**src/design/npc_pkg.sv**
```systemverilog
// rv64i core shared definitions
package npc_pkg;

	// register and instruction widths
	localparam int xlen = 64;
	localparam int ilen = 32;

	// first fetch address after reset
	localparam logic [xlen-1:0] reset_pc = 64'h0000_0000_8000_0000;

	// major opcodes of the kept subset
	localparam logic [6:0] op_lui    = 7'b0110111;
	localparam logic [6:0] op_auipc  = 7'b0010111;
	localparam logic [6:0] op_jal    = 7'b1101111;
	localparam logic [6:0] op_jalr   = 7'b1100111;
	localparam logic [6:0] op_branch = 7'b1100011;
	localparam logic [6:0] op_imm    = 7'b0010011;
	localparam logic [6:0] op_imm_32 = 7'b0011011;
	localparam logic [6:0] op_reg    = 7'b0110011;
	localparam logic [6:0] op_reg_32 = 7'b0111011;
	localparam logic [6:0] op_system = 7'b1110011;

	// the only system encoding that is accepted
	localparam logic [ilen-1:0] inst_ebreak = 32'h0010_0073;

	typedef enum logic [3:0] {
		alu_add,
		alu_sub,
		alu_sll,
		alu_slt,
		alu_sltu,
		alu_xor,
		alu_srl,
		alu_sra,
		alu_or,
		alu_and
	} alu_op_t;

	// control transfer kinds
	typedef enum logic [3:0] {
		br_none,
		br_beq,
		br_bne,
		br_blt,
		br_bge,
		br_bltu,
		br_bgeu,
		br_jal,
		br_jalr
	} br_op_t;

	// instruction format views, msb first
	typedef struct packed {
		logic [6:0] funct7;
		logic [4:0] rs2;
		logic [4:0] rs1;
		logic [2:0] funct3;
		logic [4:0] rd;
		logic [6:0] opcode;
	} r_fmt_t;

	typedef struct packed {
		logic [11:0] imm;
		logic [4:0]  rs1;
		logic [2:0]  funct3;
		logic [4:0]  rd;
		logic [6:0]  opcode;
	} i_fmt_t;

	// also carries the scrambled b-type offset
	typedef struct packed {
		logic [6:0] imm_hi;
		logic [4:0] rs2;
		logic [4:0] rs1;
		logic [2:0] funct3;
		logic [4:0] imm_lo;
		logic [6:0] opcode;
	} s_fmt_t;

	// jal offset bits sit in the same upper field
	typedef struct packed {
		logic [19:0] imm;
		logic [4:0]  rd;
		logic [6:0]  opcode;
	} u_fmt_t;

	typedef union packed {
		r_fmt_t r_fmt;
		i_fmt_t i_fmt;
		s_fmt_t s_fmt;
		u_fmt_t u_fmt;
	} inst_u;

	// one decoded instruction, decode to execute
	typedef struct packed {
		logic [4:0]      rd;
		logic [4:0]      rs1;
		logic [4:0]      rs2;
		alu_op_t         alu_op;
		br_op_t          br_op;
		logic            src_a_pc;
		logic            src_b_imm;
		logic            word_op;
		logic            rd_we;
		logic            rd_is_link;
		logic            ebreak;
		logic            illegal;
		logic [xlen-1:0] imm;
	} dec_t;

	// retirement report
	typedef struct packed {
		logic [xlen-1:0] pc;
		logic [ilen-1:0] inst;
		logic            wb_en;
		logic [4:0]      wb_rd;
		logic [xlen-1:0] wb_data;
	} retire_t;

endpackage
```
**src/design/npc_ifu.sv**
```systemverilog
// rv64i fetch unit
`timescale 1ns/1ps

module npc_ifu (
	input  logic                      clk,
	input  logic                      rst,
	input  logic [npc_pkg::xlen-1:0]  dnpc,
	input  logic                      take_halt,
	output logic [npc_pkg::xlen-1:0]  pc,
	output logic                      halted
);

	// pc register and sticky halt flag
	always_ff @(posedge clk) begin
		if (rst) begin
			pc     <= npc_pkg::reset_pc;
			halted <= 1'b0;
		end else if (take_halt) begin
			// ebreak or illegal word, freeze here
			halted <= 1'b1;
		end else if (!halted) begin
			pc <= dnpc;
		end
	end

	// pc holds once halted, only reset clears it

endmodule

```
**config.mk**
```make
export PLATFORM = sky130hd
export DESIGN_NAME = npc_ifu
export DESIGN_NICKNAME = d
export VERILOG_FILES = /design/src/design/npc_pkg.sv /design/src/design/npc_ifu.sv
export SDC_FILE = /design/constraint.sdc
export NUM_CORES = 1
export LEC_CHECK = 0
export ABC_AREA = 1
export BUFFER_PORTS_ARGS = -buffer_cell sky130_fd_sc_hd__buf_2
export CORE_AREA = 2 2 86 88
export DETAILED_ROUTE_END_ITERATION = 10
export DIE_AREA = 0 0 88 90
export GPL_TIMING_DRIVEN = 0
export PLACE_DENSITY = 0.69
export SKIP_LAST_GASP = 1
export SLEW_MARGIN = 20
export SYNTH_ARGS = -nofsm -noshare
export SYNTH_HDL_FRONTEND = slang
export SYNTH_SLANG_ARGS = --single-unit
```
**constraint.sdc**
```tcl
create_clock -name clk -period 1.3 [get_ports clk]
set_input_delay 0 -clock clk [delete_from_list [all_inputs] [get_ports clk]]
set_output_delay 0 -clock clk [all_outputs]
set_load 0.01 [all_outputs]
```
Word level (Yosys, flattened, before mapping)

Cells that the tools add are included.

Register bits: 65
Bits of input ports: 67
Output and inout port bits: 65
Logic and storage cells: 5

Bitwise logic cells: 2
Reduce and logical (&&, ||, !) cells: 1

Operators by type and width:

| kind                | count |
|---|---|
| inverter 1 bit      | 2 |
| AND reduction 2 bit | 1 |

Depth between registers and ports, before layout

Word-level depth: 2
Mapped depth: 6
Gate-level depth less buffers: 4

Least setup slack after synthesis

No wires, ideal clock.

Path type: register -> register
From: register halted
To: register pc[54] (netlist bit)
Library setup time: 0.113 ns
Arrival time: 0.930 ns
Slack: 0.257 ns
Stages on the path, launching flop included: 7
Buffers on the path: 2
Period minus slack after synthesis: 1.043 ns
Cells stage by stage: dfxtp_1 nor2_1 buf_4 buf_6 nand2_1 nand2_1 nor2_1

Cells in the longest elaborated chain, start to end: 2

RTL lines:

| what                                 | RTL line      | source |
|---|---|---|
| start: declaration                   | npc_ifu.sv:10 | `output logic halted` |
| start signal: assignment             | npc_ifu.sv:17 | `halted <= 1'b0;` |
| start signal: assignment             | npc_ifu.sv:20 | `halted <= 1'b1;` |
| inverter 1 bit (no source line)      | --            |  |
| AND reduction 2 bit (no source line) | --            |  |
| end signal: assignment               | npc_ifu.sv:16 | `pc <= npc_pkg::reset_pc;` |
| end signal: assignment               | npc_ifu.sv:22 | `pc <= dnpc;` |
| end: declaration                     | npc_ifu.sv:9  | `output logic [npc_pkg::xlen-1:0] pc,` |

No other way between the ends.
A chain may end at the register's enable or synchronous reset.

==> metrics <==
DIE WIDTH=88 um; starting density of the core=38.1%; Worst-Margin Slew=0.436 ns; count of state elements after synthesis=65; cell area power density=1080 mW/mm^2; Final Hold Fails=0; worst skew pair latency=0.33 ns; CTS sink count=65; Fillers=646; final wirelength=7.56 mm; Clock Tree Buf Depth=2; nets=681; largest net degree at the start of global routing=11; share of layout cells above drive strength 1=26.1%; Cell variety after synth=11; routed len/inst=10.5 um; CTS tree=yes; Synth top area share=48.7%; clk slew on worst S/H paths=0.07 ns; DP HPWL=4.60 mm; Initial DRC Count=70; maximum capacitance violations=0; crit end category=flop; Via Count=2939; outcome=finished, final reports clean; crit-path max FO=10; vias in the first global route=2767; Worst Hold Launch=rst; Crit. Startpoint=rst; Worst Path Arrival=1.44 ns; Antenna diodes=0; WS Path Type=primary input to flop; Mean Syn Cell Area=6.59 um^2; leakage power=2.47 nW; Final GP Congestion=0.758; clock skew=0.00761 ns; Synth area leader=dfxtp_1; GRT Overall Usage=19.5%; drt pass-1 iters=4; maximum VDD drop=552 uV; P&R area growth vs syn=59.9%; worst r2r src=halted; Critical Path Source Type=primary input; r2r endpoint=pc[8]; Hold WS=0.390 ns; Port-buffer cells=131; root buf cell=clkbuf_8; utilization after layout=60.9%; first-pass GRT wire length=12.1 mm; ANT nets after route=0; H-tree depth=3; Hold Path Depth=3; min cycle time layout=1.18 ns; HP Class=primary input to flop; Hold Path End=halted; Row Count=31; Post-Synthesis Cells=406; final setup TNS=0 ns; core area=0.00702 mm^2; Slew Limit Headroom=71.0%; mapped cell area=0.00267 mm^2; Synth warnings=0; Fmax achieved=0.850 GHz; Die Y=90 um; Vias/cell=4.10; initial antenna violation count=0; R2R depth=6; # IOs=132; Num CTS Buffers=9; final-report setup violation count=0; most area-consuming cells after synthesis=dfxtp_1, nor2_1, nand2_1; DIE AREA=0.00792 mm^2; post-synth net total=473; max-slew violations=0; global route overflow=0; # DRC=0; sequential element share of the synthesized area=48.7%; Data required, critical path=1.56 ns; r2r setup slk=0.14 ns; period utilisation layout=90.5%; RSZ-0062 raised after global routing=no
[sequential cells by signal, indices dropped and copies added, names as in the netlist]
register and flops:
pc 64, halted 1
[final cells by class]
cell class | count | area (um^2) | share of cell area, %
buffer | 20 | 166 | 3.89
clock buffer | 11 | 141 | 3.31
clock inverter | 4 | 20.0 | 0.468
inverter | 64 | 240 | 5.62
multi-input combinational | 257 | 967 | 22.6
sequential | 65 | 1300 | 30.4
tap | 99 | 124 | 2.90
timing repair buffer | 197 | 1320 | 30.8
[cell usage after synthesis]
library cell    n
nor2_1        128
nand2_1       127
dfxtp_1        65
inv_1          63
buf_6          10
buf_1           5
buf_4           4
clkbuf_1        1
inv_2           1
nand3_1         1
o21ai_0         1
[cell families after synthesis]
kind of cell / synth area share, %
buf+inv: 15.2
flops: 48.7
compound gates: 0.187
simple gates: 36.0
[repair_timing]
| action | 4_1_cts | 5_1_grt |
|---|---|---|
| buffers inserted | 0 | 0 |
| endpoints found under the hold margin | 65 | 0 |
| endpoints found under the setup margin | 0 | 1 |
| gates resized for setup | 0 | 1 |
| hold buffers | 66 | 0 |
[report_power, final]
| group | internal, mW | leakage [nW] | switching [mW] | total [mW] |
|---|---|---|---|---|
| logic | 0.489 | 1.84 | 0.481 | 0.970 |
| clock network | 0.721 | 0.0887 | 0.717 | 1.44 |
| registers | 2.15 | 0.539 | 0.0751 | 2.22 |
[per-layer routing]
metal | up-vias | track usage [%] | wire, um
met4 | 0 | 8.21 | 246
met1 | 1262 | 21.4 | 3130
met3 | 21 | 5.05 | 364
met2 | 95 | 34.7 | 3810
li1 | 1561 | - | -
met5 | - | 0 | 0
[critical path, stage by stage]
cell and delay, ns:
dlygate4sd3_1 0.53, buf_2 0.13, inv_2 0.17, clkbuf_1 0.38, nand2_1 0.12, nor2_1 0.11
[stage by stage]
step / cells / instance area (um^2) / worst slack (ns) / total power [mW]
global placement: 636 / 3450 / 0.149 / 3.06
floorplan: 406 / 2670 / 0.257 / 2.74
finish: 717 / 4280 / 0.123 / 4.63
detailed placement: 636 / 3450 / 0.134 / 3.08
global route: 717 / 4280 / 0.0112 / 4.91
CTS: 717 / 4280 / 0.117 / 4.69
[layout by cell type, fill, tap and decap left out]
cell type	n
buf_2	131
nor2_1	128
nand2_1	127
dlygate4sd3_1	66
dfxtp_1	65
inv_1	63
buf_6	10
clkbuf_8	10
buf_4	4
buf_1	4
clkinv_2	4
clkbuf_1	2
inv_2	1
o21ai_0	1
nand3_1	1
clkbuf_2	1
[how the worst max path moves through the flow]
stage	end	slack, ns	depth (start not counted)
detailed placement	pc[54]	0.13	6
finish	pc[52]	0.12	6
global route	pc[29]	0.01	6
floorplan	pc[54]	0.26	6
global placement	pc[57]	0.15	6
CTS	pc[54]	0.12	6
(Power assumes the default switching activity.)
