$ cat src/design/npc_pkg.sv
// rv64i core shared definitions
package npc_pkg;

	// register and instruction widths
	localparam int xlen = 64;
	localparam int ilen = 32;

	// first fetch address after reset
	localparam logic [xlen-1:0] reset_pc = 64'h0000_0000_8000_0000;

	// major opcodes of the kept subset
	localparam logic [6:0] op_lui    = 7'b0110111;
	localparam logic [6:0] op_auipc  = 7'b0010111;
	localparam logic [6:0] op_jal    = 7'b1101111;
	localparam logic [6:0] op_jalr   = 7'b1100111;
	localparam logic [6:0] op_branch = 7'b1100011;
	localparam logic [6:0] op_imm    = 7'b0010011;
	localparam logic [6:0] op_imm_32 = 7'b0011011;
	localparam logic [6:0] op_reg    = 7'b0110011;
	localparam logic [6:0] op_reg_32 = 7'b0111011;
	localparam logic [6:0] op_system = 7'b1110011;

	// the only system encoding that is accepted
	localparam logic [ilen-1:0] inst_ebreak = 32'h0010_0073;

	typedef enum logic [3:0] {
		alu_add,
		alu_sub,
		alu_sll,
		alu_slt,
		alu_sltu,
		alu_xor,
		alu_srl,
		alu_sra,
		alu_or,
		alu_and
	} alu_op_t;

	// control transfer kinds
	typedef enum logic [3:0] {
		br_none,
		br_beq,
		br_bne,
		br_blt,
		br_bge,
		br_bltu,
		br_bgeu,
		br_jal,
		br_jalr
	} br_op_t;

	// instruction format views, msb first
	typedef struct packed {
		logic [6:0] funct7;
		logic [4:0] rs2;
		logic [4:0] rs1;
		logic [2:0] funct3;
		logic [4:0] rd;
		logic [6:0] opcode;
	} r_fmt_t;

	typedef struct packed {
		logic [11:0] imm;
		logic [4:0]  rs1;
		logic [2:0]  funct3;
		logic [4:0]  rd;
		logic [6:0]  opcode;
	} i_fmt_t;

	// also carries the scrambled b-type offset
	typedef struct packed {
		logic [6:0] imm_hi;
		logic [4:0] rs2;
		logic [4:0] rs1;
		logic [2:0] funct3;
		logic [4:0] imm_lo;
		logic [6:0] opcode;
	} s_fmt_t;

	// jal offset bits sit in the same upper field
	typedef struct packed {
		logic [19:0] imm;
		logic [4:0]  rd;
		logic [6:0]  opcode;
	} u_fmt_t;

	typedef union packed {
		r_fmt_t r_fmt;
		i_fmt_t i_fmt;
		s_fmt_t s_fmt;
		u_fmt_t u_fmt;
	} inst_u;

	// one decoded instruction, decode to execute
	typedef struct packed {
		logic [4:0]      rd;
		logic [4:0]      rs1;
		logic [4:0]      rs2;
		alu_op_t         alu_op;
		br_op_t          br_op;
		logic            src_a_pc;
		logic            src_b_imm;
		logic            word_op;
		logic            rd_we;
		logic            rd_is_link;
		logic            ebreak;
		logic            illegal;
		logic [xlen-1:0] imm;
	} dec_t;

	// retirement report
	typedef struct packed {
		logic [xlen-1:0] pc;
		logic [ilen-1:0] inst;
		logic            wb_en;
		logic [4:0]      wb_rd;
		logic [xlen-1:0] wb_data;
	} retire_t;

endpackage
$ cat src/design/npc_exu.sv
// rv64i execute unit
`timescale 1ns/1ps

module npc_exu (
	input  logic [npc_pkg::xlen-1:0]  pc,
	input  logic [npc_pkg::ilen-1:0]  inst,
	input  npc_pkg::dec_t             dec,
	input  logic [npc_pkg::xlen-1:0]  rdata1,
	input  logic [npc_pkg::xlen-1:0]  rdata2,
	input  logic                      halted,
	output logic                      we,
	output logic [4:0]                waddr,
	output logic [npc_pkg::xlen-1:0]  wdata,
	output logic [npc_pkg::xlen-1:0]  dnpc,
	output logic                      take_halt,
	output npc_pkg::retire_t          retire
);

	logic [npc_pkg::xlen-1:0] src_a;
	logic [npc_pkg::xlen-1:0] src_b;
	logic [npc_pkg::xlen-1:0] sh_src;
	logic [5:0]               shamt;
	logic [npc_pkg::xlen-1:0] alu_raw;
	logic [npc_pkg::xlen-1:0] alu_res;
	logic [npc_pkg::xlen-1:0] pc_seq;
	logic [npc_pkg::xlen-1:0] br_target;
	logic [npc_pkg::xlen-1:0] jalr_target;
	logic                     cmp_eq;
	logic                     cmp_lt;
	logic                     cmp_ltu;
	logic                     taken;
	logic                     stop;

	// operand muxes
	assign src_a = dec.src_a_pc ? pc : rdata1;
	assign src_b = dec.src_b_imm ? dec.imm : rdata2;

	// word shifts see only the low 32 bits of a, 5-bit shamt
	assign shamt = dec.word_op ? {1'b0, src_b[4:0]} : src_b[5:0];
	always_comb begin
		sh_src = src_a;
		if (dec.word_op) begin
			if (dec.alu_op == npc_pkg::alu_sra) begin
				sh_src = {{32{src_a[31]}}, src_a[31:0]};
			end else begin
				sh_src = {32'b0, src_a[31:0]};
			end
		end
	end

	always_comb begin
		case (dec.alu_op)
			npc_pkg::alu_add:  alu_raw = src_a + src_b;
			npc_pkg::alu_sub:  alu_raw = src_a - src_b;
			npc_pkg::alu_sll:  alu_raw = sh_src << shamt;
			npc_pkg::alu_slt:  alu_raw = {63'b0, $signed(src_a) < $signed(src_b)};
			npc_pkg::alu_sltu: alu_raw = {63'b0, src_a < src_b};
			npc_pkg::alu_xor:  alu_raw = src_a ^ src_b;
			npc_pkg::alu_srl:  alu_raw = sh_src >> shamt;
			npc_pkg::alu_sra:  alu_raw = $signed(sh_src) >>> shamt;
			npc_pkg::alu_or:   alu_raw = src_a | src_b;
			default:           alu_raw = src_a & src_b;
		endcase
	end

	// w-suffix results sign-extend from bit 31
	assign alu_res = dec.word_op ? {{32{alu_raw[31]}}, alu_raw[31:0]} : alu_raw;

	// branch compare always on the two register values
	assign cmp_eq  = (rdata1 == rdata2);
	assign cmp_lt  = ($signed(rdata1) < $signed(rdata2));
	assign cmp_ltu = (rdata1 < rdata2);

	always_comb begin
		case (dec.br_op)
			npc_pkg::br_beq:  taken = cmp_eq;
			npc_pkg::br_bne:  taken = !cmp_eq;
			npc_pkg::br_blt:  taken = cmp_lt;
			npc_pkg::br_bge:  taken = !cmp_lt;
			npc_pkg::br_bltu: taken = cmp_ltu;
			npc_pkg::br_bgeu: taken = !cmp_ltu;
			npc_pkg::br_jal:  taken = 1'b1;
			default:          taken = 1'b0;
		endcase
	end

	// next pc candidates
	assign pc_seq      = pc + 64'd4;
	assign br_target   = pc + dec.imm;
	assign jalr_target = {alu_res[npc_pkg::xlen-1:1], 1'b0};

	always_comb begin
		if (dec.br_op == npc_pkg::br_jalr) begin
			dnpc = jalr_target;
		end else if (taken) begin
			dnpc = br_target;
		end else begin
			dnpc = pc_seq;
		end
	end

	// ebreak and illegal words both stop the core
	assign stop      = dec.ebreak | dec.illegal;
	assign take_halt = !halted & stop;

	// write-back, link ops take pc + 4
	assign we    = dec.rd_we & !halted & !stop;
	assign waddr = dec.rd;
	assign wdata = dec.rd_is_link ? pc_seq : alu_res;

	always_comb begin
		retire.pc      = pc;
		retire.inst    = inst;
		retire.wb_en   = we;
		retire.wb_rd   = waddr;
		retire.wb_data = wdata;
	end

endmodule

$ cat config.mk
export PLATFORM = sky130hd
export DESIGN_NAME = npc_exu
export DESIGN_NICKNAME = d
export VERILOG_FILES = /design/src/design/npc_pkg.sv /design/src/design/npc_exu.sv
export SDC_FILE = /design/constraint.sdc
export NUM_CORES = 2
export LEC_CHECK = 0
export BUFFER_PORTS_ARGS = -buffer_cell sky130_fd_sc_hd__buf_2
export CAP_MARGIN = 20
export CORE_UTILIZATION = 55
export DETAILED_ROUTE_END_ITERATION = 7
export PLACE_DENSITY = 0.79
export SKIP_LAST_GASP = 1
export SLEW_MARGIN = 20
export SYNTH_ARGS = -nofsm -noshare
export SYNTH_HDL_FRONTEND = slang
export SYNTH_SLANG_ARGS = --single-unit
$ cat constraint.sdc
create_clock -name vclk -period 12.76
set_input_delay 0.638 -clock vclk [all_inputs]
set_output_delay 0.638 -clock vclk [all_outputs]
set_load 0.005 [all_outputs]
==> summary.txt, run 1 <==
Global routing
  • Largest net degree at the start of global routing: 119
  • First-pass GRT wire length: 298,800 um
  • Overall routing resource usage: 66.97%
  • Gr ovfl total: 12
  • Number of global-route vias before repair: 43,562

Status
  • Outcome: did not finish
  • Fail Step: global routing (5_1_grt)
  • Tool Error: [ERROR GRT-0116] Global routing finished with congestion. Check the congestion regions in the DRC Viewer.

Synthesis
  • Mean post-synth cell area: 6.362 um2
  • Post-Synthesis Cells: about 5,100
  • Complex-gate fraction of the synthesized area: 36.99%
  • XOR/XNOR share of the synthesized area: 4.490%
  • Cell variety after synth: 101
  • Seq/Total Area, Yosys: 0%
  • Mapped Area: 32,380 um2
  • Synth Area in Adders: between 10% and 20%
  • Simple-Gate Fraction of Synth Area: a little under a quarter
  • Syn_nets: ~5,700
  • Post-synth top area cell: ha_1
  • Top cells by area, synth: ha_1, mux2i_1, a21oi_1
  • Combinational family with the most area after synthesis: compound AO/OA/AOI/OAI gates
  • Mux contribution to synthesized area: 10.47%
  • Top cell type's share of synthesized area: 13.06%
  • YS warnings: 0

Floorplan
  • Die Span Y: about 240 um
  • Rows: 88
  • Die width: 244.6 um
  • I/O Pins: just over 600
  • Initial cell density of the core: 55.90%

Clocking
  • Cts-stage hold buffer count: 0
  • # Post-CTS Setup Buffers: 0
  • CTS-repair resized insts: 0

Placement
  • HPWL after DPL: 155,400 um
  • Port bufs: 531
  • GP Congestion: around 1.2
## per-layer routing
layer / overflow / GRT usage (%)
met2: 7 / 88.21
met1: 0 / 71.03
met4: 5 / 66.25
met5: 0 / 8.333
met3: 0 / 40.68
## logic make-up after synthesis
family / after synthesis
buffers and inverters: 820
muxes: 313
and+or+nand+nor: 1641
xor gates and xnor gates: 166
AOI/OAI and AO/OA: 1808
adders and majority gates: 341
## cells in the mapped netlist, types with 21 or more instances
cell type  instances
a21o_1            97
nor2b_1           35
a31oi_1           45
buf_2             91
nand4_1           68
o211ai_1          77
buf_1             37
a22oi_1           64
a221o_1           24
nor2_1           504
a21oi_1          487
mux2i_1          255
and2_1            21
nand3_1          112
ha_1             338
nor4_1            38
a221oi_1          58
xor2_1            58
nand2b_1          27
o21ai_0          313
nor3_1            91
buf_4            186
xnor2_1          108
o21bai_1          45
o21ai_1           33
a211oi_1          85
o221ai_1          44
nand2_1          630
o22ai_1           55
a32oi_1           21
mux2_2            30
inv_1            280
and3_1            29
o31ai_1           53
clkbuf_1         208
o21a_1            78
## per-stage QoR
step	std cells	util, %	setup slack, ns	instance area (um2)
4_1_cts	5940	58.52	4.194	33890
3_5_place_dp	5940	58.52	4.203	33890
3_3_place_gp	5940	58.52	4.265	33890
2_1_floorplan	5089	-	6.777	32380
==> run 2: changes to the inputs <==
- CORE_UTILIZATION: 55 -> 40
- PLACE_DENSITY: 0.79 -> default
- PLACE_DENSITY_LB_ADDON: default -> 0.15
==> run 2 against run 1 <==
Effect of this change:
- the flow now finishes, with violations (design-rule violations)
- synthesized cell count did not move
- area after synthesis stayed put
==> summary.txt, run 2 <==
Status
  • Outcome: complete, but fails checks (was did not finish)
  • Violated checks: design-rule violations

Synthesis
  • Synth top cells by count: nand2_1, nor2_1, a21oi_1 (unchanged)
  • YS warnings: 0 (unchanged)
  • Top cells by area, synth: ha_1, mux2i_1, a21oi_1 (unchanged)
  • Cell variety after synth: 101 (unchanged)
  • Mean post-synth cell area: 6.362 um2 (unchanged)
  • Seq/Total Area, Yosys: 0% (unchanged)
  • Mapped Area: 32,380 um2 (unchanged)
  • Post-synth top area cell: ha_1 (unchanged)
  • Most numerous cell in the Yosys netlist: nand2_1 (unchanged)
  • Syn_nets: 5,749 (unchanged)
  • Post-Synthesis Cells: 5,089 (unchanged)
  • Top cell type's share of synthesized area: 13.06% (unchanged)

Global routing
  • Number of global-route vias before repair: between 30,000 and 40,000
  • Initial antenna violation count: 12
  • First-pass GRT wire length: 293,400 um
  • Gr ovfl total: 0
  • Overall routing resource usage: 48.94%
  • Largest net degree at the start of global routing: 85

Route
  • Routed WL: between 200,000 and 250,000 um
  • 1st-iter DRT viols: 6,295
  • Vias after detailed routing: 43,304
  • Remaining DRCs: 1
  • Drt wl/cell: 33.79 um
  • DRT Pass-1 Iters: 8
  • DR vias/cell: 6.915
  • Post-route ant nets: 0

Layout
  • Clkbuf count: 0
  • Commonest non-fill, non-tap cell in the layout: nand2_1
  • Share of post-route cells with drive strength above 1: between 10% and 20%
  • Most frequent cells in the layout: nand2_1, buf_2, nor2_1
  • Sequential cell count: 0
  • FF+latch area: 0 um2
  • FILL cells: 8,961
  • Fin nets: 5,869
  • Synthesis-to-finish area growth: 6.651%

Clocking
  • # Post-CTS Setup Buffers: 0 (unchanged)
  • Cts-stage hold buffer count: 0 (unchanged)
  • CTS-repair resized insts: 0 (unchanged)

Placement
  • Port bufs: 531 (unchanged)
  • GP Congestion: 1.156 (was 1.226)
  • HPWL after DPL: 170,100 um (was 155,400 um)

Floorplan
  • Initial cell density of the core: 40.72% (was 55.90%)
  • Die width: 286.5 um (was 244.6 um)
  • Rows: 103 (was 88)
  • Die area: 82,090 um2
  • Core footprint: 79,520 um2
  • Die Span Y: 286.5 um (was 244.6 um)
  • I/O Pins: 620 (unchanged)

Timing
  • Tightest Pin Transition: 1.362 ns
  • Max-slew violation count: 0
  • Final period utilization: 69.90%
  • RSZ-0062 raised after global routing: no
  • Setup TNS: 0 ns
  • Slew headroom: 8.767%
  • Fmax: ~110 MHz
  • Final hold violation count: 0
  • Tmin final: around 9 ns
  • Final setup viols: 0

Worst setup path
  • CP Max Fanout: 63
  • Critical Path AT: 8.28 ns
  • Crit end category: output port
  • Worst EP required: between 10 and 15 ns
  • Setup Crit Path Kind: in2out
  • Crit path launch type: input pin

Flow run
  • Max Cap Viol: 0

Hold path
  • Worst Hold Class: in2out
==> run 2: cell type report <==
type	count	area [um2]	share of cell area, %
well taps	1050	1314	3.805
inverters	290	1097	3.178
diodes	5	12.51	0.03623
multi-input cells	4269	28550	82.68
repair buffers	648	3557	10.30
==> run 2: worst max-delay path: stages <==
cell       delay [ns]
buf_4            0.47
mux2i_4          0.32
buf_4            0.57
inv_4            0.47
ha_1             0.42
fa_1             0.52
a211oi_1         0.27
o21ai_1          0.25
o2111ai_1        0.63
a311oi_1         0.41
o211ai_1         0.54
a21oi_1          0.21
o21ai_0          0.36
o31a_1           0.24
o21ai_0          0.12
a211o_1          0.31
a211oi_1         0.95
a21oi_1          0.32
buf_2            0.21
==> run 2: metal layers <==
metal / wire, um / up-vias / global-route usage, %
met3: 24380 / 863 / 12.92
met5: 57 / - / 0
met4: 21480 / 8 / 40.53
met1: 77630 / 20428 / 57.93
li1: - / 18772 / -
met2: 88070 / 3233 / 73.93
==> run 2: kinds of logic after synthesis <==
family	after synthesis	share of synthesized area [%]
AOI/OAI and AO/OA	1808	36.99
and+or+nand+nor	1641	22.60
buffers and inverters	820	12.21
adders and majority gates	341	13.25
muxes	313	10.47
xor gates and xnor gates	166	4.490
==> run 2: per-stage QoR <==
step | std cells | setup WS [ns] | utilization, % | hold WS [ns] | cell area, um2
5_1_grt | 6257 | 3.833 | 43.41 | 1.276 | 34520
3_5_place_dp | 6256 | 4.168 | 43.35 | 1.276 | 34470
3_3_place_gp | 6256 | 4.211 | 43.35 | 1.276 | 34470
6_report | 6262 | 3.841 | 43.43 | 1.276 | 34530
2_1_floorplan | 5089 | 6.777 | - | 1.307 | 32380
4_1_cts | 6256 | 4.155 | 43.35 | 1.276 | 34470
==> run 2: worst paths after layout <==
check / start / end / depth (start not counted)
max: dec[69] / dnpc[56] / 19
min: inst[14] / retire[84] / 0
