### config.mk
export PLATFORM = sky130hd
export DESIGN_NAME = npc_idu
export DESIGN_NICKNAME = d
export VERILOG_FILES = /design/src/design/npc_pkg.sv /design/src/design/npc_idu.sv
export SDC_FILE = /design/constraint.sdc
export NUM_CORES = 1
export LEC_CHECK = 0
export BUFFER_PORTS_ARGS = -buffer_cell sky130_fd_sc_hd__buf_2
export CAP_MARGIN = 10
export CORE_MARGIN = 1
export CORE_UTILIZATION = 40
export DETAILED_ROUTE_END_ITERATION = 8
export MAX_ROUTING_LAYER = met4
export PLACE_DENSITY = 0.89
export SLEW_MARGIN = 40
export SYNTH_ARGS = -nofsm -noshare
export SYNTH_HDL_FRONTEND = slang
export SYNTH_SLANG_ARGS = --single-unit
export TNS_END_PERCENT = 20
### constraint.sdc
create_clock -name vclk -period 3.5
set_clock_uncertainty 0.2 [all_clocks]
set_input_delay 0.35 -clock vclk [all_inputs]
set_output_delay 0.35 -clock vclk [all_outputs]
set_load 0.005 [all_outputs]
### src/design/npc_pkg.sv
// rv64i core shared definitions
package npc_pkg;

	// register and instruction widths
	localparam int xlen = 64;
	localparam int ilen = 32;

	// first fetch address after reset
	localparam logic [xlen-1:0] reset_pc = 64'h0000_0000_8000_0000;

	// major opcodes of the kept subset
	localparam logic [6:0] op_lui    = 7'b0110111;
	localparam logic [6:0] op_auipc  = 7'b0010111;
	localparam logic [6:0] op_jal    = 7'b1101111;
	localparam logic [6:0] op_jalr   = 7'b1100111;
	localparam logic [6:0] op_branch = 7'b1100011;
	localparam logic [6:0] op_imm    = 7'b0010011;
	localparam logic [6:0] op_imm_32 = 7'b0011011;
	localparam logic [6:0] op_reg    = 7'b0110011;
	localparam logic [6:0] op_reg_32 = 7'b0111011;
	localparam logic [6:0] op_system = 7'b1110011;

	// the only system encoding that is accepted
	localparam logic [ilen-1:0] inst_ebreak = 32'h0010_0073;

	typedef enum logic [3:0] {
		alu_add,
		alu_sub,
		alu_sll,
		alu_slt,
		alu_sltu,
		alu_xor,
		alu_srl,
		alu_sra,
		alu_or,
		alu_and
	} alu_op_t;

	// control transfer kinds
	typedef enum logic [3:0] {
		br_none,
		br_beq,
		br_bne,
		br_blt,
		br_bge,
		br_bltu,
		br_bgeu,
		br_jal,
		br_jalr
	} br_op_t;

	// instruction format views, msb first
	typedef struct packed {
		logic [6:0] funct7;
		logic [4:0] rs2;
		logic [4:0] rs1;
		logic [2:0] funct3;
		logic [4:0] rd;
		logic [6:0] opcode;
	} r_fmt_t;

	typedef struct packed {
		logic [11:0] imm;
		logic [4:0]  rs1;
		logic [2:0]  funct3;
		logic [4:0]  rd;
		logic [6:0]  opcode;
	} i_fmt_t;

	// also carries the scrambled b-type offset
	typedef struct packed {
		logic [6:0] imm_hi;
		logic [4:0] rs2;
		logic [4:0] rs1;
		logic [2:0] funct3;
		logic [4:0] imm_lo;
		logic [6:0] opcode;
	} s_fmt_t;

	// jal offset bits sit in the same upper field
	typedef struct packed {
		logic [19:0] imm;
		logic [4:0]  rd;
		logic [6:0]  opcode;
	} u_fmt_t;

	typedef union packed {
		r_fmt_t r_fmt;
		i_fmt_t i_fmt;
		s_fmt_t s_fmt;
		u_fmt_t u_fmt;
	} inst_u;

	// one decoded instruction, decode to execute
	typedef struct packed {
		logic [4:0]      rd;
		logic [4:0]      rs1;
		logic [4:0]      rs2;
		alu_op_t         alu_op;
		br_op_t          br_op;
		logic            src_a_pc;
		logic            src_b_imm;
		logic            word_op;
		logic            rd_we;
		logic            rd_is_link;
		logic            ebreak;
		logic            illegal;
		logic [xlen-1:0] imm;
	} dec_t;

	// retirement report
	typedef struct packed {
		logic [xlen-1:0] pc;
		logic [ilen-1:0] inst;
		logic            wb_en;
		logic [4:0]      wb_rd;
		logic [xlen-1:0] wb_data;
	} retire_t;

endpackage
### src/design/npc_idu.sv
// rv64i decode unit
`timescale 1ns/1ps

module npc_idu (
	input  npc_pkg::inst_u inst,
	output npc_pkg::dec_t  dec
);

	logic [2:0] funct3;
	logic [6:0] funct7;
	logic       f7_zero;
	logic       f7_alt;
	logic       reg_ok;
	logic       word_f3_ok;
	logic       imm_shift_ok;

	logic [npc_pkg::xlen-1:0] imm_i;
	logic [npc_pkg::xlen-1:0] imm_b;
	logic [npc_pkg::xlen-1:0] imm_u;
	logic [npc_pkg::xlen-1:0] imm_j;

	// funct3 picks the op, alt selects sub or sra
	function automatic npc_pkg::alu_op_t alu_sel(input logic [2:0] f3, input logic alt);
		case (f3)
			3'b000:  alu_sel = alt ? npc_pkg::alu_sub : npc_pkg::alu_add;
			3'b001:  alu_sel = npc_pkg::alu_sll;
			3'b010:  alu_sel = npc_pkg::alu_slt;
			3'b011:  alu_sel = npc_pkg::alu_sltu;
			3'b100:  alu_sel = npc_pkg::alu_xor;
			3'b101:  alu_sel = alt ? npc_pkg::alu_sra : npc_pkg::alu_srl;
			3'b110:  alu_sel = npc_pkg::alu_or;
			default: alu_sel = npc_pkg::alu_and;
		endcase
	endfunction

	assign funct3 = inst.r_fmt.funct3;
	assign funct7 = inst.r_fmt.funct7;
	assign f7_zero = (funct7 == 7'b0000000);
	assign f7_alt  = (funct7 == 7'b0100000);
	// alt form only exists for add/sub and srl/sra
	assign reg_ok = f7_zero | (f7_alt & ((funct3 == 3'b000) | (funct3 == 3'b101)));
	// word ops exist only for add, sll, srl/sra
	assign word_f3_ok = (funct3 == 3'b000) | (funct3 == 3'b001) | (funct3 == 3'b101);
	// rv64 shifts take a 6-bit shamt, imm[11:6] is the selector
	assign imm_shift_ok = (funct3 == 3'b001) ? (funct7[6:1] == 6'b000000) :
		(funct3 == 3'b101) ? ((funct7[6:1] == 6'b000000) | (funct7[6:1] == 6'b010000)) :
		1'b1;

	// immediates, all sign-extended from inst[31]
	assign imm_i = {{52{inst.i_fmt.imm[11]}}, inst.i_fmt.imm};
	assign imm_b = {{51{inst.s_fmt.imm_hi[6]}}, inst.s_fmt.imm_hi[6], inst.s_fmt.imm_lo[0],
		inst.s_fmt.imm_hi[5:0], inst.s_fmt.imm_lo[4:1], 1'b0};
	assign imm_u = {{32{inst.u_fmt.imm[19]}}, inst.u_fmt.imm, 12'b0};
	assign imm_j = {{43{inst.u_fmt.imm[19]}}, inst.u_fmt.imm[19], inst.u_fmt.imm[7:0],
		inst.u_fmt.imm[8], inst.u_fmt.imm[18:9], 1'b0};

	always_comb begin
		dec        = '0;
		dec.rd     = inst.r_fmt.rd;
		dec.rs1    = inst.r_fmt.rs1;
		dec.rs2    = inst.r_fmt.rs2;
		dec.alu_op = npc_pkg::alu_add;
		dec.br_op  = npc_pkg::br_none;
		case (inst.r_fmt.opcode)
			npc_pkg::op_lui: begin
				// x0 plus imm
				dec.rs1       = 5'd0;
				dec.src_b_imm = 1'b1;
				dec.rd_we     = 1'b1;
				dec.imm       = imm_u;
			end
			npc_pkg::op_auipc: begin
				dec.src_a_pc  = 1'b1;
				dec.src_b_imm = 1'b1;
				dec.rd_we     = 1'b1;
				dec.imm       = imm_u;
			end
			npc_pkg::op_jal: begin
				dec.br_op      = npc_pkg::br_jal;
				dec.rd_we      = 1'b1;
				dec.rd_is_link = 1'b1;
				dec.imm        = imm_j;
			end
			npc_pkg::op_jalr: begin
				// alu forms rs1 + imm for the target
				dec.br_op      = npc_pkg::br_jalr;
				dec.src_b_imm  = 1'b1;
				dec.rd_we      = 1'b1;
				dec.rd_is_link = 1'b1;
				dec.imm        = imm_i;
				dec.illegal    = (inst.i_fmt.funct3 != 3'b000);
			end
			npc_pkg::op_branch: begin
				dec.imm = imm_b;
				case (funct3)
					3'b000:  dec.br_op = npc_pkg::br_beq;
					3'b001:  dec.br_op = npc_pkg::br_bne;
					3'b100:  dec.br_op = npc_pkg::br_blt;
					3'b101:  dec.br_op = npc_pkg::br_bge;
					3'b110:  dec.br_op = npc_pkg::br_bltu;
					3'b111:  dec.br_op = npc_pkg::br_bgeu;
					default: dec.illegal = 1'b1;
				endcase
			end
			npc_pkg::op_imm: begin
				dec.src_b_imm = 1'b1;
				dec.rd_we     = 1'b1;
				dec.imm       = imm_i;
				dec.alu_op    = alu_sel(funct3, (funct3 == 3'b101) & funct7[5]);
				dec.illegal   = !imm_shift_ok;
			end
			npc_pkg::op_imm_32: begin
				// slliw/srliw/sraiw keep a 5-bit shamt
				dec.src_b_imm = 1'b1;
				dec.word_op   = 1'b1;
				dec.rd_we     = 1'b1;
				dec.imm       = imm_i;
				dec.alu_op    = alu_sel(funct3, (funct3 == 3'b101) & funct7[5]);
				dec.illegal   = !(word_f3_ok & ((funct3 == 3'b000) | reg_ok));
			end
			npc_pkg::op_reg: begin
				dec.rd_we   = 1'b1;
				dec.alu_op  = alu_sel(funct3, funct7[5]);
				dec.illegal = !reg_ok;
			end
			npc_pkg::op_reg_32: begin
				dec.word_op = 1'b1;
				dec.rd_we   = 1'b1;
				dec.alu_op  = alu_sel(funct3, funct7[5]);
				dec.illegal = !(word_f3_ok & reg_ok);
			end
			npc_pkg::op_system: begin
				// no csrs, ecall and friends trap as illegal
				dec.ebreak  = (inst == npc_pkg::inst_ebreak);
				dec.illegal = (inst != npc_pkg::inst_ebreak);
			end
			default: dec.illegal = 1'b1;
		endcase
	end

endmodule

Yosys cells after proc, flatten, opt, wreduce, memory -nomap -nowiden
Index checks and enable logic that the tools add are counted.

Word-level logic and storage cells: 70. Bits of input ports: 32. Register bits: 0.

Multiplexer cells: 21. Reduce and logical (&&, ||, !) cells: 18. Equal/unequal tests: 21. Bitwise logic cells: 10.

Operator list (count): $pmux W64 S4 (1); $pmux W4 S7 (2); $eq A32 B21 Y1 const B (1); $ne A32 B21 Y1 const B (1); $eq A7 B6 Y1 const B (4); $eq A7 B7 Y1 const B (4); $eq A7 B5 Y1 const B (3); $pmux W3 S6 (1); $mux W1 (13); $eq A3 B3 Y1 const B (4); $pmux W4 S3 (1); $reduce_or A2 Y1 (5); $pmux W1 S8 (1); $pmux W4 S2 (1); $reduce_or A8 Y1 (1); $logic_not A7 Y1 (1); $eq A3 B2 Y1 const B (2); $eq A6 B5 Y1 const B (1); $logic_not A6 Y1 (1); $or A1 B1 Y1 (6); $reduce_or A3 Y1 (2); $reduce_or A6 Y1 (1); $mux W5 (1); $reduce_or A5 Y1 (1); 5 further kinds (11).

Depth between registers and ports, before layout
Depth after elaboration: 8. Depth in mapped cells: 7. Gate-level depth less buffers: 5.

Least setup slack after synthesis
Ideal clock, no wire load.

Kind: input to output. Start point: in inst[2] (netlist name). End point: out dec[32] (netlist name). Arrival: 2061 ps. Cell stages on the path: 6. Slack: 889 ps. Path through: buf_4 > inv_2 > nor4_2 > buf_2 > o21a_1 > buf_4.

RTL lines: start, declared (RTL line npc_idu.sv:5) `input npc_pkg::inst_u inst,`; end, declared (RTL line npc_idu.sv:6) `output npc_pkg::dec_t dec`.

==> results_tabular.tex <==
\begin{tabular}{lr}
\hline
Metric & Value \\
\hline
\multicolumn{2}{l}{\textbf{Route}} \\
\quad Remaining number of nets flagged by the antenna check after routing & 0 \\
\quad Post-route DRC violation count & 0 \\
\quad Total via count after detailed routing & 1529 \\
\quad Count of TritonRoute iterations in the first routing pass & 4 \\
\quad Total wire length & $\sim$3700 microns \\
\quad DRC violation total after the first TritonRoute iteration & 66 \\
\quad Wirelength per Cell & about 13 microns \\
\quad Number of vias per cell & 5.365 \\
\multicolumn{2}{l}{\textbf{Synth}} \\
\quad Avg Cell Area, Syn & 6.629 sq um \\
\quad Commonest cells in the synthesized netlist & sky130\_fd\_sc\_hd\_\_buf\_4 (44), sky130\_fd\_sc\_hd\_\_a21o\_1 (19), sky130\_fd\_sc\_hd\_\_and2\_1 (16), sky130\_fd\_sc\_hd\_\_nand2\_1 (11), sky130\_fd\_sc\_hd\_\_nor2\_1 (9) \\
\quad Synthesized cell area & roughly 1200 sq um \\
\quad Portion of synthesized cell area occupied by the leading cell type & 0.2800 \\
\quad Biggest area contributors in the synthesized netlist & sky130\_fd\_sc\_hd\_\_buf\_4 (28\%), sky130\_fd\_sc\_hd\_\_a21o\_1 (12\%), sky130\_fd\_sc\_hd\_\_and2\_1 (8.5\%) \\
\quad Cell count after synthesis & 178 \\
\quad Most common cell in the synthesized netlist & sky130\_fd\_sc\_hd\_\_buf\_4 \\
\quad Seq/Total Area, Yosys & 0 \\
\quad Synth Net Count & 210 \\
\quad Unique masters post-synth & 40 \\
\quad Count of yosys warnings during synthesis & 0 \\
\quad Library cell occupying the most area in the post-synthesis netlist & sky130\_fd\_sc\_hd\_\_buf\_4 \\
\multicolumn{2}{l}{\textbf{Worst setup path}} \\
\quad Combined buffer and inverter count along the critical path & 2 \\
\quad Crit Path Max Fanout & 33 \\
\quad Top cell family by delay on the critical path & compound AO/OA/AOI/OAI gates \\
\quad Critical path startpoint category & input port \\
\quad Slowest CP cell & sky130\_fd\_sc\_hd\_\_o21a\_1 \\
\quad Data required time of the worst path & 2.95 ns \\
\quad Kind of critical path & input port to output pin \\
\quad Endpoint class of the critical path & output pin \\
\quad Top cell by count, worst path & sky130\_fd\_sc\_hd\_\_buf\_2 \\
\quad Series of cell instances along the critical path & buf\_2 -> and3b\_2 -> nand2\_2 -> o21ai\_2 -> o21a\_1 -> buf\_2 \\
\quad Arrival time worst endpoint & about 2 ns \\
\quad Critical Path Max Stage Delay & 0.60 ns \\
\quad Crit path from & inst[5] \\
\multicolumn{2}{l}{\textbf{Clock network}} \\
\quad Buffers inserted during post-CTS setup optimization & 0 \\
\quad Hold buffer count at CTS & 0 \\
\quad Count of cells resized by post-cts repair & 0 \\
\multicolumn{2}{l}{\textbf{STA}} \\
\quad Aggregate negative setup slack & 0 ns \\
\quad Setup WS post-layout & 0.9535 ns \\
\quad FMAX & a little under 0.4 GHz \\
\quad Worst max-slew margin expressed relative to the limit & 0.5474 \\
\quad Least-Margin Pin Slew & 0.6789 ns \\
\quad Final-report max-slew violation count & 0 \\
\quad Period utilization & 0.7276 \\
\quad Final hold violation count & 0 \\
\quad Final count of negative-setup-slack endpoints & 0 \\
\quad Clock period minus worst slack & 2.546 ns \\
\quad Setup repair after global routing missed its margin & no \\
\multicolumn{2}{l}{\textbf{Place}} \\
\quad Cell area after placement & $\sim$1500 sq um \\
\quad Half-perimeter wire length of the detailed placement result & 2984 microns \\
\quad Number of buffers inserted by port buffering & 126 \\
\quad Cell count after placement & 285 \\
\quad Worst slack at placement & between 0.9 and 1 ns \\
\quad GPL Wtd Cong & approximately 0.96 \\
\multicolumn{2}{l}{\textbf{Global route}} \\
\quad Number of antenna violations at the first check in global routing & 0 \\
\quad Remaining Overflow, GRT & 0 \\
\quad Pin count of the biggest net entering global routing & 34 \\
\quad Wire length of the first global-routing pass & about 5600 microns \\
\quad Vias in the first global route & $\sim$1300 \\
\quad All-Layer GR Usage & 0.2155 \\
\multicolumn{2}{l}{\textbf{Die}} \\
\quad Initial Utilization & 0.4242 \\
\quad Horizontal die dimension & between 50 and 60 microns \\
\quad Height of the die & 56.31 microns \\
\quad Number of placed I/O pins & 126 \\
\quad Placeable core region & 2781 sq um \\
\quad Die ar. & 3171 sq um \\
\quad Row count & 19 \\
\multicolumn{2}{l}{\textbf{Final layout}} \\
\quad Final non-filler cell total & 285 \\
\quad Final net count & 288 \\
\quad Fraction of layout cells with a size suffix above 1 & 0.5354 \\
\quad Final design utilization & 0.5376 \\
\quad Seq. cell area & 0 sq um \\
\quad Antenna cell count & 0 \\
\quad Number of clock buffer instances in the layout & 0 \\
\quad Final design instance area without fill & 1495 sq um \\
\quad Layout area overhead & 26.72\% \\
\quad FF+latch count & 0 \\
\quad Filler Cell Count & 306 \\
\multicolumn{2}{l}{\textbf{Hold path}} \\
\quad Min-delay worst type & input port to output pin \\
\quad Beginning of the worst hold path & inst[8] \\
\multicolumn{2}{l}{\textbf{Flow run}} \\
\quad Number of maximum-capacitance constraint violations & 0 \\
\multicolumn{2}{l}{\textbf{Power and ir drop}} \\
\quad Static leakage power & 1.061 nW \\
\quad IR Drop Worst-Case VDD & a little over 0.05 mV \\
\quad Power per unit of standard cell area & $\sim$71 nW/um\^{}2 \\
\multicolumn{2}{l}{\textbf{Run status}} \\
\quad Result of the run & finished, final reports clean \\
\hline
\end{tabular}
-- metrics by stage --
step           total power [mW]  hold WS [ns]
3_5_place_dp             0.1056        0.6998
6_report                 0.1062        0.6972
2_1_floorplan           0.06667        0.5808
3_3_place_gp             0.1043        0.6975
5_1_grt                  0.1165        0.7043
4_1_cts                  0.1059        0.6998
-- cell families (layout without fill, tap and decap cells) --
logic type      after synthesis  after routing  synth area share
simple gates                 73             73            0.3616
buf+inv                      56            132            0.3224
compound gates               45             45            0.2831
mux                           3              3           0.02545
xor+xnor                      1              1          0.007424
-- worst paths after layout --
path | endpoint | slack [ns] | cells past startpoint
min | dec[90] | 0.70 | 2
max | dec[61] | 0.95 | 6
-- where the power goes --
part | internal, mW | total [mW] | switching [mW]
combinational | 0.0463 | 0.106 | 0.0599
sequential | 0 | 0 | 0
clock | 0 | 0 | 0
total | 0.0463 | 0.106 | 0.0599
-- cells in the final DEF (no fill, tap or decap), drive strengths merged --
master	netlist	routed
or3	2	2
nor2	9	9
and3b	1	1
a222oi	1	1
nand3	4	4
a22o	4	4
xor2	1	1
or4	2	2
nand4	2	2
o31ai	1	1
nand2b	3	3
nor2b	5	5
o21a	1	1
a21o	19	19
o21ai	7	7
a2111oi	3	3
o41a	1	1
nor4	7	7
a21oi	4	4
nor3	6	6
and3	1	1
a211oi	2	2
a41oi	1	1
or2	1	1
nand2	12	12
a221oi	1	1
nor4b	1	1
inv	5	5
and2	16	16
buf	48	127
mux2i	3	3
nand3b	1	1
-- per-layer routing --
layer,track usage,up-vias,part of all wire
li1,-,748,-
met1,0.2647,684,0.41
met2,0.4014,97,0.50
met3,0.01613,0,0.086
met4,0.01394,0,0
met5,-,-,0
-- final cells by class --
type / count / area (sq um) / area share
inverters: 5 / 18.77 / 0.01255
repair buffers: 127 / 638.1 / 0.4268
multi-input cells: 122 / 799.5 / 0.5347
well taps: 31 / 38.79 / 0.02594
No activity file was read; power rests on OpenSTA's default activity.
